**src/hdl/ddc_pkg.sv**
```systemverilog
`default_nettype none

package ddc_pkg;

    // ====================================================================
    // Widths and pipeline depths
    // ====================================================================
    localparam int SAMPLE_W      = 16;
    localparam int PHASE_W       = 32;
    localparam int LUT_ADDR_W    = 8;
    localparam int LUT_DEPTH     = 2 ** LUT_ADDR_W;
    localparam int LUT_QUARTER   = LUT_DEPTH / 4;    // 90 degrees in table steps.
    localparam int COEF_W        = 16;
    localparam int COEF_MAX      = 32767;
    localparam int FRAC_BITS     = 15;
    localparam int HB_SHIFT      = 5;
    localparam int HB_SUM_W      = SAMPLE_W + 6;     // Absolute tap sum is 36.
    localparam int MIXER_LATENCY = 3;
    localparam int HB_LATENCY    = 2;
    localparam real PI           = 3.14159265358979323846;

    typedef logic signed [SAMPLE_W-1:0]        sample_t;
    typedef logic        [PHASE_W-1:0]         phase_t;
    typedef logic signed [COEF_W-1:0]          coef_t;
    typedef logic signed [SAMPLE_W+COEF_W-1:0] product_t;
    typedef logic signed [HB_SUM_W-1:0]        hb_sum_t;
    typedef logic        [LUT_ADDR_W-1:0]      lut_addr_t;
    typedef coef_t                             cos_lut_t [LUT_DEPTH];

    localparam sample_t SAMPLE_MAX = sample_t'(2 ** (SAMPLE_W - 1) - 1);
    localparam sample_t SAMPLE_MIN = sample_t'(-(2 ** (SAMPLE_W - 1)));

    typedef struct packed {
        sample_t early;    // Earlier sample of the pair.
        sample_t late;
    } sample_pair_t;

    typedef struct packed {
        coef_t cos;
        coef_t sin;
    } trig_t;

    typedef struct packed {
        trig_t early;
        trig_t late;
    } nco_pair_t;

    typedef struct packed {
        sample_t i;
        sample_t q;
    } iq_t;

    // ====================================================================
    // Shared functions
    // ====================================================================
    function automatic cos_lut_t cos_table();
        cos_lut_t lut;
        real      angle;
        for (int k = 0; k < LUT_DEPTH; k++) begin
            angle  = 2.0 * PI * real'(k) / real'(LUT_DEPTH);
            lut[k] = coef_t'(int'(real'(COEF_MAX) * $cos(angle)));    // int' rounds.
        end
        return lut;
    endfunction

    function automatic sample_t saturate(input longint value);
        if (value > longint'(SAMPLE_MAX)) begin
            return SAMPLE_MAX;
        end
        if (value < longint'(SAMPLE_MIN)) begin
            return SAMPLE_MIN;
        end
        return sample_t'(value);
    endfunction

endpackage

`default_nettype wire

```
**src/hdl/ddc_nco.sv**
```systemverilog
`timescale 1ns/1ps
`default_nettype none

module ddc_nco (
    input  wire logic               i_clock,
    input  wire logic               i_rst_n,
    input  wire logic               i_valid,
    input  wire ddc_pkg::phase_t    i_phase_inc,
    input  wire logic               i_phase_inc_valid,
    output      ddc_pkg::nco_pair_t o_trig,
    output      logic               o_valid
);

    import ddc_pkg::*;

    localparam cos_lut_t COS_LUT = cos_table();

    phase_t phase_inc;
    phase_t phase_acc;
    phase_t phase_late;

    // Top phase bits address the table; sine reads a quarter turn back.
    function automatic trig_t lookup(input phase_t phase);
        lut_addr_t idx;
        trig_t     trig;
        idx      = phase[PHASE_W-1 -: LUT_ADDR_W];
        trig.cos = COS_LUT[idx];
        trig.sin = COS_LUT[lut_addr_t'(idx - LUT_QUARTER)];
        return trig;
    endfunction

    assign phase_late = phase_acc + phase_inc;    // Second sample of the pair.

    // ====================================================================
    // Phase accumulator
    // ====================================================================
    always_ff @(posedge i_clock or negedge i_rst_n) begin
        if (!i_rst_n) begin
            phase_inc <= '0;
            phase_acc <= '0;
        end else if (i_phase_inc_valid) begin
            phase_inc <= i_phase_inc;
            phase_acc <= '0;                                   // Restart at phase zero.
        end else if (i_valid) begin
            phase_acc <= phase_acc + (phase_inc << 1);         // Two samples per pair.
        end
    end

    // ====================================================================
    // Registered lookups
    // ====================================================================
    always_ff @(posedge i_clock) begin
        o_trig.early <= lookup(phase_acc);
        o_trig.late  <= lookup(phase_late);
    end

    always_ff @(posedge i_clock or negedge i_rst_n) begin
        if (!i_rst_n) begin
            o_valid <= 1'b0;
        end else begin
            o_valid <= i_valid;
        end
    end

    nco_valid_delay_a: assert property (
        @(posedge i_clock) disable iff (!i_rst_n)
        o_valid == $past(i_valid)
    ) else $error("NCO valid is not the input valid delayed by one cycle.");

endmodule

`default_nettype wire

```
**src/hdl/ddc_mixer_lane.sv**
```systemverilog
`timescale 1ns/1ps
`default_nettype none

module ddc_mixer_lane (
    input  wire logic             i_clock,
    input  wire logic             i_rst_n,
    input  wire ddc_pkg::sample_t i_sample,
    input  wire logic             i_valid,
    input  wire ddc_pkg::trig_t   i_trig,
    output      ddc_pkg::iq_t     o_iq,
    output      logic             o_valid
);

    import ddc_pkg::*;

    localparam product_t MIX_RND = product_t'(1) <<< (FRAC_BITS - 1);

    sample_t  sample_q;
    product_t prod_i;
    product_t prod_q;
    logic     valid_q;
    logic     valid_p;

    // ====================================================================
    // Datapath
    // ====================================================================
    always_ff @(posedge i_clock) begin
        sample_q <= i_sample;                                  // Lines up with the NCO.
        prod_i   <= sample_q * i_trig.cos;
        prod_q   <= sample_q * i_trig.sin;
        o_iq.i   <= saturate(longint'((prod_i + MIX_RND) >>> FRAC_BITS));
        o_iq.q   <= saturate(longint'((prod_q + MIX_RND) >>> FRAC_BITS));
    end

    always_ff @(posedge i_clock or negedge i_rst_n) begin
        if (!i_rst_n) begin
            valid_q <= 1'b0;
            valid_p <= 1'b0;
            o_valid <= 1'b0;
        end else begin
            valid_q <= i_valid;
            valid_p <= valid_q;
            o_valid <= valid_p;
        end
    end

    mixer_latency_a: assert property (
        @(posedge i_clock) disable iff (!i_rst_n)
        o_valid == $past(i_valid, MIXER_LATENCY)
    ) else $error("Mixer valid is off its fixed latency.");

endmodule

`default_nettype wire

```
**src/hdl/ddc_halfband_decim.sv**
```systemverilog
`timescale 1ns/1ps
`default_nettype none

module ddc_halfband_decim (
    input  wire logic         i_clock,
    input  wire logic         i_rst_n,
    input  wire ddc_pkg::iq_t i_early,
    input  wire ddc_pkg::iq_t i_late,
    input  wire logic         i_valid,
    output      ddc_pkg::iq_t o_iq,
    output      logic         o_valid
);

    import ddc_pkg::*;

    localparam hb_sum_t HB_RND = hb_sum_t'(1) <<< (HB_SHIFT - 1);

    iq_t     early_hist [3];    // Early samples m-1, m-2, m-3.
    iq_t     late_hist  [2];    // Late samples m-1, m-2.
    hb_sum_t sum_i;
    hb_sum_t sum_q;
    logic    valid_s1;

    // Taps -1, 9, 9, -1 on the early phase and 16 on the late phase.
    function automatic hb_sum_t hb_sum(
        input sample_t a0,
        input sample_t a1,
        input sample_t a2,
        input sample_t a3,
        input sample_t b2
    );
        hb_sum_t mid;
        mid = hb_sum_t'(a1) + hb_sum_t'(a2);
        return (mid <<< 3) + mid - hb_sum_t'(a0) - hb_sum_t'(a3) + (hb_sum_t'(b2) <<< 4);
    endfunction

    // ====================================================================
    // Stage 1: history and weighted sum
    // ====================================================================
    always_ff @(posedge i_clock or negedge i_rst_n) begin
        if (!i_rst_n) begin
            early_hist[0] <= '0;
            early_hist[1] <= '0;
            early_hist[2] <= '0;
            late_hist[0]  <= '0;
            late_hist[1]  <= '0;
        end else if (i_valid) begin
            early_hist[0] <= i_early;
            early_hist[1] <= early_hist[0];
            early_hist[2] <= early_hist[1];
            late_hist[0]  <= i_late;
            late_hist[1]  <= late_hist[0];
        end
    end

    always_ff @(posedge i_clock) begin
        if (i_valid) begin
            sum_i <= hb_sum(i_early.i, early_hist[0].i, early_hist[1].i,
                            early_hist[2].i, late_hist[1].i);
            sum_q <= hb_sum(i_early.q, early_hist[0].q, early_hist[1].q,
                            early_hist[2].q, late_hist[1].q);
        end
    end

    // ====================================================================
    // Stage 2: round and saturate
    // ====================================================================
    always_ff @(posedge i_clock) begin
        o_iq.i <= saturate(longint'((sum_i + HB_RND) >>> HB_SHIFT));
        o_iq.q <= saturate(longint'((sum_q + HB_RND) >>> HB_SHIFT));
    end

    always_ff @(posedge i_clock or negedge i_rst_n) begin
        if (!i_rst_n) begin
            valid_s1 <= 1'b0;
            o_valid  <= 1'b0;
        end else begin
            valid_s1 <= i_valid;
            o_valid  <= valid_s1;
        end
    end

    // One output per input pair, never one out of nothing.
    hb_no_spurious_a: assert property (
        @(posedge i_clock) disable iff (!i_rst_n)
        !$past(i_valid, HB_LATENCY) |-> !o_valid
    ) else $error("Decimator produced an output without an input pair.");

endmodule

`default_nettype wire

```
**src/hdl/ddc_top.sv**
```systemverilog
`timescale 1ns/1ps
`default_nettype none

module ddc_top (
    input  wire logic                  i_clock,
    input  wire logic                  i_rst_n,
    input  wire ddc_pkg::sample_pair_t i_sample,
    input  wire logic                  i_valid,
    input  wire ddc_pkg::phase_t       i_phase_inc,
    input  wire logic                  i_phase_inc_valid,
    output      ddc_pkg::iq_t          o_iq,
    output      logic                  o_valid
);

    import ddc_pkg::*;

    nco_pair_t nco_trig;
    iq_t       early_iq;
    iq_t       late_iq;
    logic      early_valid;

    ddc_nco nco_i (
        .i_clock          (i_clock),
        .i_rst_n          (i_rst_n),
        .i_valid          (i_valid),
        .i_phase_inc      (i_phase_inc),
        .i_phase_inc_valid(i_phase_inc_valid),
        .o_trig           (nco_trig),
        .o_valid          ()                 // Lanes keep their own valid pipe.
    );

    ddc_mixer_lane mixer_early_i (
        .i_clock (i_clock),
        .i_rst_n (i_rst_n),
        .i_sample(i_sample.early),
        .i_valid (i_valid),
        .i_trig  (nco_trig.early),
        .o_iq    (early_iq),
        .o_valid (early_valid)
    );

    ddc_mixer_lane mixer_late_i (
        .i_clock (i_clock),
        .i_rst_n (i_rst_n),
        .i_sample(i_sample.late),
        .i_valid (i_valid),
        .i_trig  (nco_trig.late),
        .o_iq    (late_iq),
        .o_valid ()                          // Same as the early lane's valid.
    );

    ddc_halfband_decim halfband_i (
        .i_clock(i_clock),
        .i_rst_n(i_rst_n),
        .i_early(early_iq),
        .i_late (late_iq),
        .i_valid(early_valid),
        .o_iq   (o_iq),
        .o_valid(o_valid)
    );

endmodule

`default_nettype wire

```
**config.mk**
```make
export PLATFORM = sky130hd
export DESIGN_NAME = ddc_top
export DESIGN_NICKNAME = d
export VERILOG_FILES = /design/src/hdl/ddc_pkg.sv /design/src/hdl/ddc_nco.sv /design/src/hdl/ddc_mixer_lane.sv /design/src/hdl/ddc_halfband_decim.sv /design/src/hdl/ddc_top.sv
export SDC_FILE = /design/constraint.sdc
export NUM_CORES = 2
export LEC_CHECK = 0
export BUFFER_PORTS_ARGS = -buffer_cell sky130_fd_sc_hd__buf_4
export CAP_MARGIN = 20
export CORE_ASPECT_RATIO = 1.2
export CORE_MARGIN = 5
export CORE_UTILIZATION = 60
export CTS_CLUSTER_SIZE = 8
export DETAILED_ROUTE_END_ITERATION = 10
export GPL_TIMING_DRIVEN = 0
export HOLD_SLACK_MARGIN = 0.08
export PLACE_DENSITY = 0.8
export REMOVE_ABC_BUFFERS = 1
export SYNTH_ARGS = -nofsm -noshare
export SYNTH_HDL_FRONTEND = slang
export SYNTH_HIERARCHICAL = 1
export SYNTH_SLANG_ARGS = --single-unit
```
**constraint.sdc**
```tcl
create_clock -name i_clock -period 5.48 [get_ports i_clock]
set_input_delay 1.096 -clock i_clock [delete_from_list [all_inputs] [get_ports i_clock]]
set_output_delay 1.096 -clock i_clock [all_outputs]
set_load 0.005 [all_outputs]
```
# Yosys cells after proc, flatten, opt, wreduce, memory -nomap -nowiden
# Memories as Yosys holds them, arrays and structs flattened. A register that Yosys moved wholly into a read port is not among the register bits.
# Index checks and enable logic that the tools add are counted.
totals:
  reg_bits: 529
  rom_bits: 16384
  input_bits: 68
  out_inout_bits: 33
  word_cells: 120
  n_memories: 4
classes:
  addsub: 20
  mul: 4
  n_lt_le_gt_ge: 12
  n_mux: 44
  bitwise: 4
  n_reduce_logical: 1
memory_table:
  columns: ["memory", "words", "width", "read_ports", "rd_ports_with_merged_regs", "write_ports", "line_no", "text"]
  rows:
  - ["(name not given)", 256, 16, 1, 1, 0, "ddc_nco.sv:27", "trig.cos = COS_LUT[idx];"]
  - ["(name not given)", 256, 16, 1, 1, 0, "ddc_nco.sv:28", "trig.sin = COS_LUT[lut_addr_t'(idx - LUT_QUARTER)];"]
  - ["(name not given)", 256, 16, 1, 1, 0, "ddc_nco.sv:27", null]
  - ["(name not given)", 256, 16, 1, 1, 0, "ddc_nco.sv:28", null]
op_table:
  columns: ["op", "n"]
  rows:
  - ["16-bit 2-to-1 mux", 24]
  - ["32-bit by 16-bit adder with 33-bit output (second input constant)", 4]
  - ["16-bit by 16-bit multiplier with 32-bit output", 4]
  - ["18-bit by 16-bit > comparator with 1-bit output (second input constant)", 6]
  - ["18-bit by 16-bit < comparator with 1-bit output (second input constant)", 6]
  - ["22-bit by 16-bit subtractor with 22-bit output", 4]
  - ["32-bit adder", 2]
  - ["32-bit 2-to-1 mux", 2]
  - ["22-bit by 6-bit adder with 23-bit output (second input constant)", 2]
  - ["22-bit by 20-bit adder with 22-bit output", 2]
  - ["22-bit adder", 2]
  - ["8-bit NOT with 9-bit output", 4]
  - ["16-bit by 16-bit adder with 17-bit output", 2]
  - ["1-bit 2-to-1 mux", 18]
  - ["8-bit by 7-bit subtractor with 8-bit output (second input constant)", 2]
  - ["2-bit nonzero test", 1]

# Depth between registers and ports, before layout
depth:
  word_depth: 6
  mapped_depth: 25
  mapped_depth_nobuf: 24

# Modules after synthesis
# The synthesis kept the hierarchy.
modules_own_cells:
  columns: ["module", "n_inst", "cells_per_inst", "area_each_um2", "seq_area_each_um2"]
  rows:
  - ["ddc_mixer_lane at mixer_early_i", 1, 2327, 21579.4, 1756.7]
  - ["ddc_mixer_lane at mixer_late_i", 1, 2266, 21361.7, 1756.7]
  - ["ddc_nco", 1, 2239, 15895.2, 2882.8]
  - ["ddc_halfband_decim", 1, 1312, 14525.2, 5775.5]

# Least setup slack after synthesis
# OpenSTA, ideal clock, no wires.
synth_timing:
  kind: "register -> register"
  startpoint: "reg nco_i/o_trig[33] (netlist name)"
  endpoint: "reg mixer_early_i.prod_q[30]"
  setup_time_ps: 72
  arrival_ps: 5998
  t_required_ps: 5408
  slack_ps: -590
  stages_incl_launch_ff: 20
  path_buffers: 1
  cell_sequence: "dfxtp_1 -> clkbuf_1 -> nand2_1 -> fa_1 -> inv_1 -> fa_1 -> fa_1 -> fa_1 -> fa_1 -> inv_1 -> fa_1 -> inv_1 -> ha_1 -> a21o_1 -> a21oi_1 -> o21ai_0 -> a41oi_4 -> o211ai_1 -> a21oi_1 -> xnor2_1"
synth_via:
  elab_chain_cells: 1
synth_lines:
  columns: ["element", "line_no", "text"]
  rows:
  - ["16-bit by 16-bit multiplier with 32-bit output", "ddc_mixer_lane.sv:30", "prod_q <= sample_q * i_trig.sin;"]
  - ["to (signal assigned)", "ddc_mixer_lane.sv:30", null]
  - ["to (decl)", "ddc_mixer_lane.sv:20", "product_t prod_q;"]
# Every way passes these cells.
# A chain may end at the register's enable or synchronous reset.

# Worst setup path after layout
layout_timing:
  startpoint: "reg mixer_late_i.sample_q[10]"
  endpoint: "reg mixer_late_i.prod_i[25]"
layout_via:
  elab_chain_cells: 1
layout_lines:
  columns: ["element", "line_no", "text"]
  rows:
  - ["from (decl)", "ddc_mixer_lane.sv:18", "sample_t sample_q;"]
  - ["from (signal assigned)", "ddc_mixer_lane.sv:28", "sample_q <= i_sample;"]
  - ["16-bit by 16-bit multiplier with 32-bit output", "ddc_mixer_lane.sv:29", "prod_i <= sample_q * i_trig.cos;"]
  - ["to (signal assigned)", "ddc_mixer_lane.sv:29", null]
  - ["to (decl)", "ddc_mixer_lane.sv:19", "product_t prod_i;"]
# Every way passes these cells.

==> out/metrics.yaml <==
violations: "negative setup slack"
fillerInstances: 8435
setup_violations: 61
final_hold_viol_count: 0
max_stage_delay_ps: 760
vias: 62600
fp.dieH_microns: 393
cts-root-buf: "clkbuf_16"
netlist_area_sq_um: 73300
core_sq_um: 121000
routedWlPerCell_microns: 23.9
hold_class: "flip-flop to flip-flop"
worstPathArrival_ps: 7360
antenna_found_initial: 10
finClkSkew_ps: 61.5
nets: 9991
clkTransAtPathRegs_ps: 50
cp_num_buf_inv: 7
grt_pass1_vias: 66700
cts_tree: "built"
cp-end-kind: "flip-flop"
finalWeightedCongestion: 1.03
placement.cell_area_sq_um: 75800
multiInputGateArea_sq_um: 55900
start_util: 0.604
syn_inst: 8140
cts_max_path_buffers: 3
postSynthAreaPerCell_sq_um: 9.00
regArea_sq_um: 12400
routed_wl_microns: 238000
drv_slew: 0
final_area_sq_um: 83400
first_pass_iters: 7
crit_family: "adder cells"
num_rows: 140
status: "finished with violations"
setup_ws_ps: -1280
relSlewSlack: 0.186
min_period_ps: 6760
grt_remaining_overflow: 0
final_cells: 9978
ant_nets: 0
die_area_sq_um: 129000
synth_warnings: 6
clock-sinks: 528
fin_crit_sh: 1.23
fmax_mhz: 148
die_w_microns: 329
grt_first_pass_wirelength_microns: 363000
drive_gt1_frac: 0.151
cp-start-kind: "flip-flop"
whs_ps: 344
clk_latency_ps: 720
hpwl_microns: 152000
maxCapViolCount: 0
cp_slowest_cell: "fa_1"
cts_buffers: 78
crit_required_ps: 6080
viasPerCell: 6.27
h-tree-depth: 3
grt_util_all_layers: 0.358
rsz0062_at_grt: "true"
path_max_fanout: 4
dp.cells: 9532
crit_path_cell_trace: "buf_4 -> and2_4 -> fa_2 -> inv_2 -> fa_1 -> fa_1 -> fa_1 -> inv_1 -> fa_1 -> inv_1 -> fa_1 -> inv_2 -> ha_4 -> buf_12 -> a21oi_4 -> o21ai_2 -> a41oi_2 -> a21oi_4 -> buf_6 -> o41a_1 -> a21o_1 -> a21oi_2 -> xnor2_1"
post-route-drc-count: 0
num_io_pins: 101
cpMostUsedCell: "fa_1"
grt_max_degree: 109
syn_to_final_growth_pct: 13.8
initialDrtViolationCount: 6546
path_class: "flip-flop to flip-flop"
tightest_slew_ps: 1220
numPortBuffers: 100
final timing paths:
path,slack (ps),startpoint,cells past startpoint,end
setup / recovery,-1280,mixer_late_i/sample_q[10],23,mixer_late_i/prod_i[25]
hold / removal,340,halfband_i/valid_s1,0,halfband_i/o_valid
setup reg to reg,-1280,mixer_late_i/sample_q[10],23,mixer_late_i/prod_i[25]
hold reg to reg,340,halfband_i/valid_s1,0,halfband_i/o_valid
max in group asynchronous,4170,i_rst_n,2,halfband_i/o_valid
min in group asynchronous,370,i_rst_n,1,halfband_i/late_hist[63]
sequential cells by signal, summed over array words and instances (netlist names), 31 cells and up:
signal	count
halfband_i/early_hist	96
halfband_i/late_hist	64
nco_i/o_trig	64
halfband_i/o_iq	32
mixer_early_i/o_iq	32
mixer_late_i/o_iq	32
nco_i/phase_inc	32
nco_i/phase_acc	31
repair_timing:
action                                  4_1_cts  5_1_grt
setup buffers                               233       71
cloned                                        9        2
endpoints found under the setup margin       99       88
pin swaps                                   198      182
gates resized for setup                     428      216
endpoints found under the hold margin         0        0
hold buffers                                  0        0
through the flow:
step                setup TNS (ps)  setup slack (ps)   util
floorplan                  -142680             -3880      -
global placement           -739450            -10620  0.613
detailed placement          -69940             -1540  0.624
CTS                         -13610              -540  0.676
global route                -39560             -1240  0.687
finish                      -31540             -1280  0.687
cell usage in the layout, fill, tap and decap left out, types with 133 or more instances in the layout:
master,instances
inv_1,1381
fa_1,1090
nand2_1,795
and2_1,459
ha_1,451
o21ai_0,375
nor2_1,367
a21oi_1,320
buf_4,300
dfrtp_1,219
xnor2_1,187
dfxtp_1,173
mux2_2,158
nand3_1,133
final cells by class:
class / instances / share of cell area
Clock buffer: 123 / 0.0260
Timing Repair Buffer: 462 / 0.0630
Inverter: 1444 / 0.0653
Multi-Input combinational cell: 5766 / 0.671
Clock inverter: 11 / 0.00185
Timing Repair inverter: 1 / 0.0000600
Antenna cell: 10 / 0.000300
Tap cell: 1633 / 0.0245
Sequential cell: 528 / 0.148
layer usage:
metal	GRT usage	vias to the layer above	routed length, microns
li1	-	26500	-
met1	0.407	30600	79500
met2	0.595	3988	111000
met3	0.0826	1508	23600
met4	0.259	10	23400
met5	0	-	86
worst register-to-register path, stage by stage (launching register included):
cell and delay, ps:
dfxtp_4 350, buf_4 170, and2_4 160, fa_2 550, inv_2 90, fa_1 560
fa_1 560, fa_1 760, inv_1 130, fa_1 430, inv_1 120, fa_1 540
inv_2 110, ha_4 210, buf_12 130, a21oi_4 280, o21ai_2 140, a41oi_2 260
a21oi_4 130, buf_6 130, o41a_1 360, a21o_1 210, a21oi_2 150, xnor2_1 140
Power is left out: the tool's default activity adds up to more than one toggle a clock period on the data nets, which glitch-free logic cannot reach.
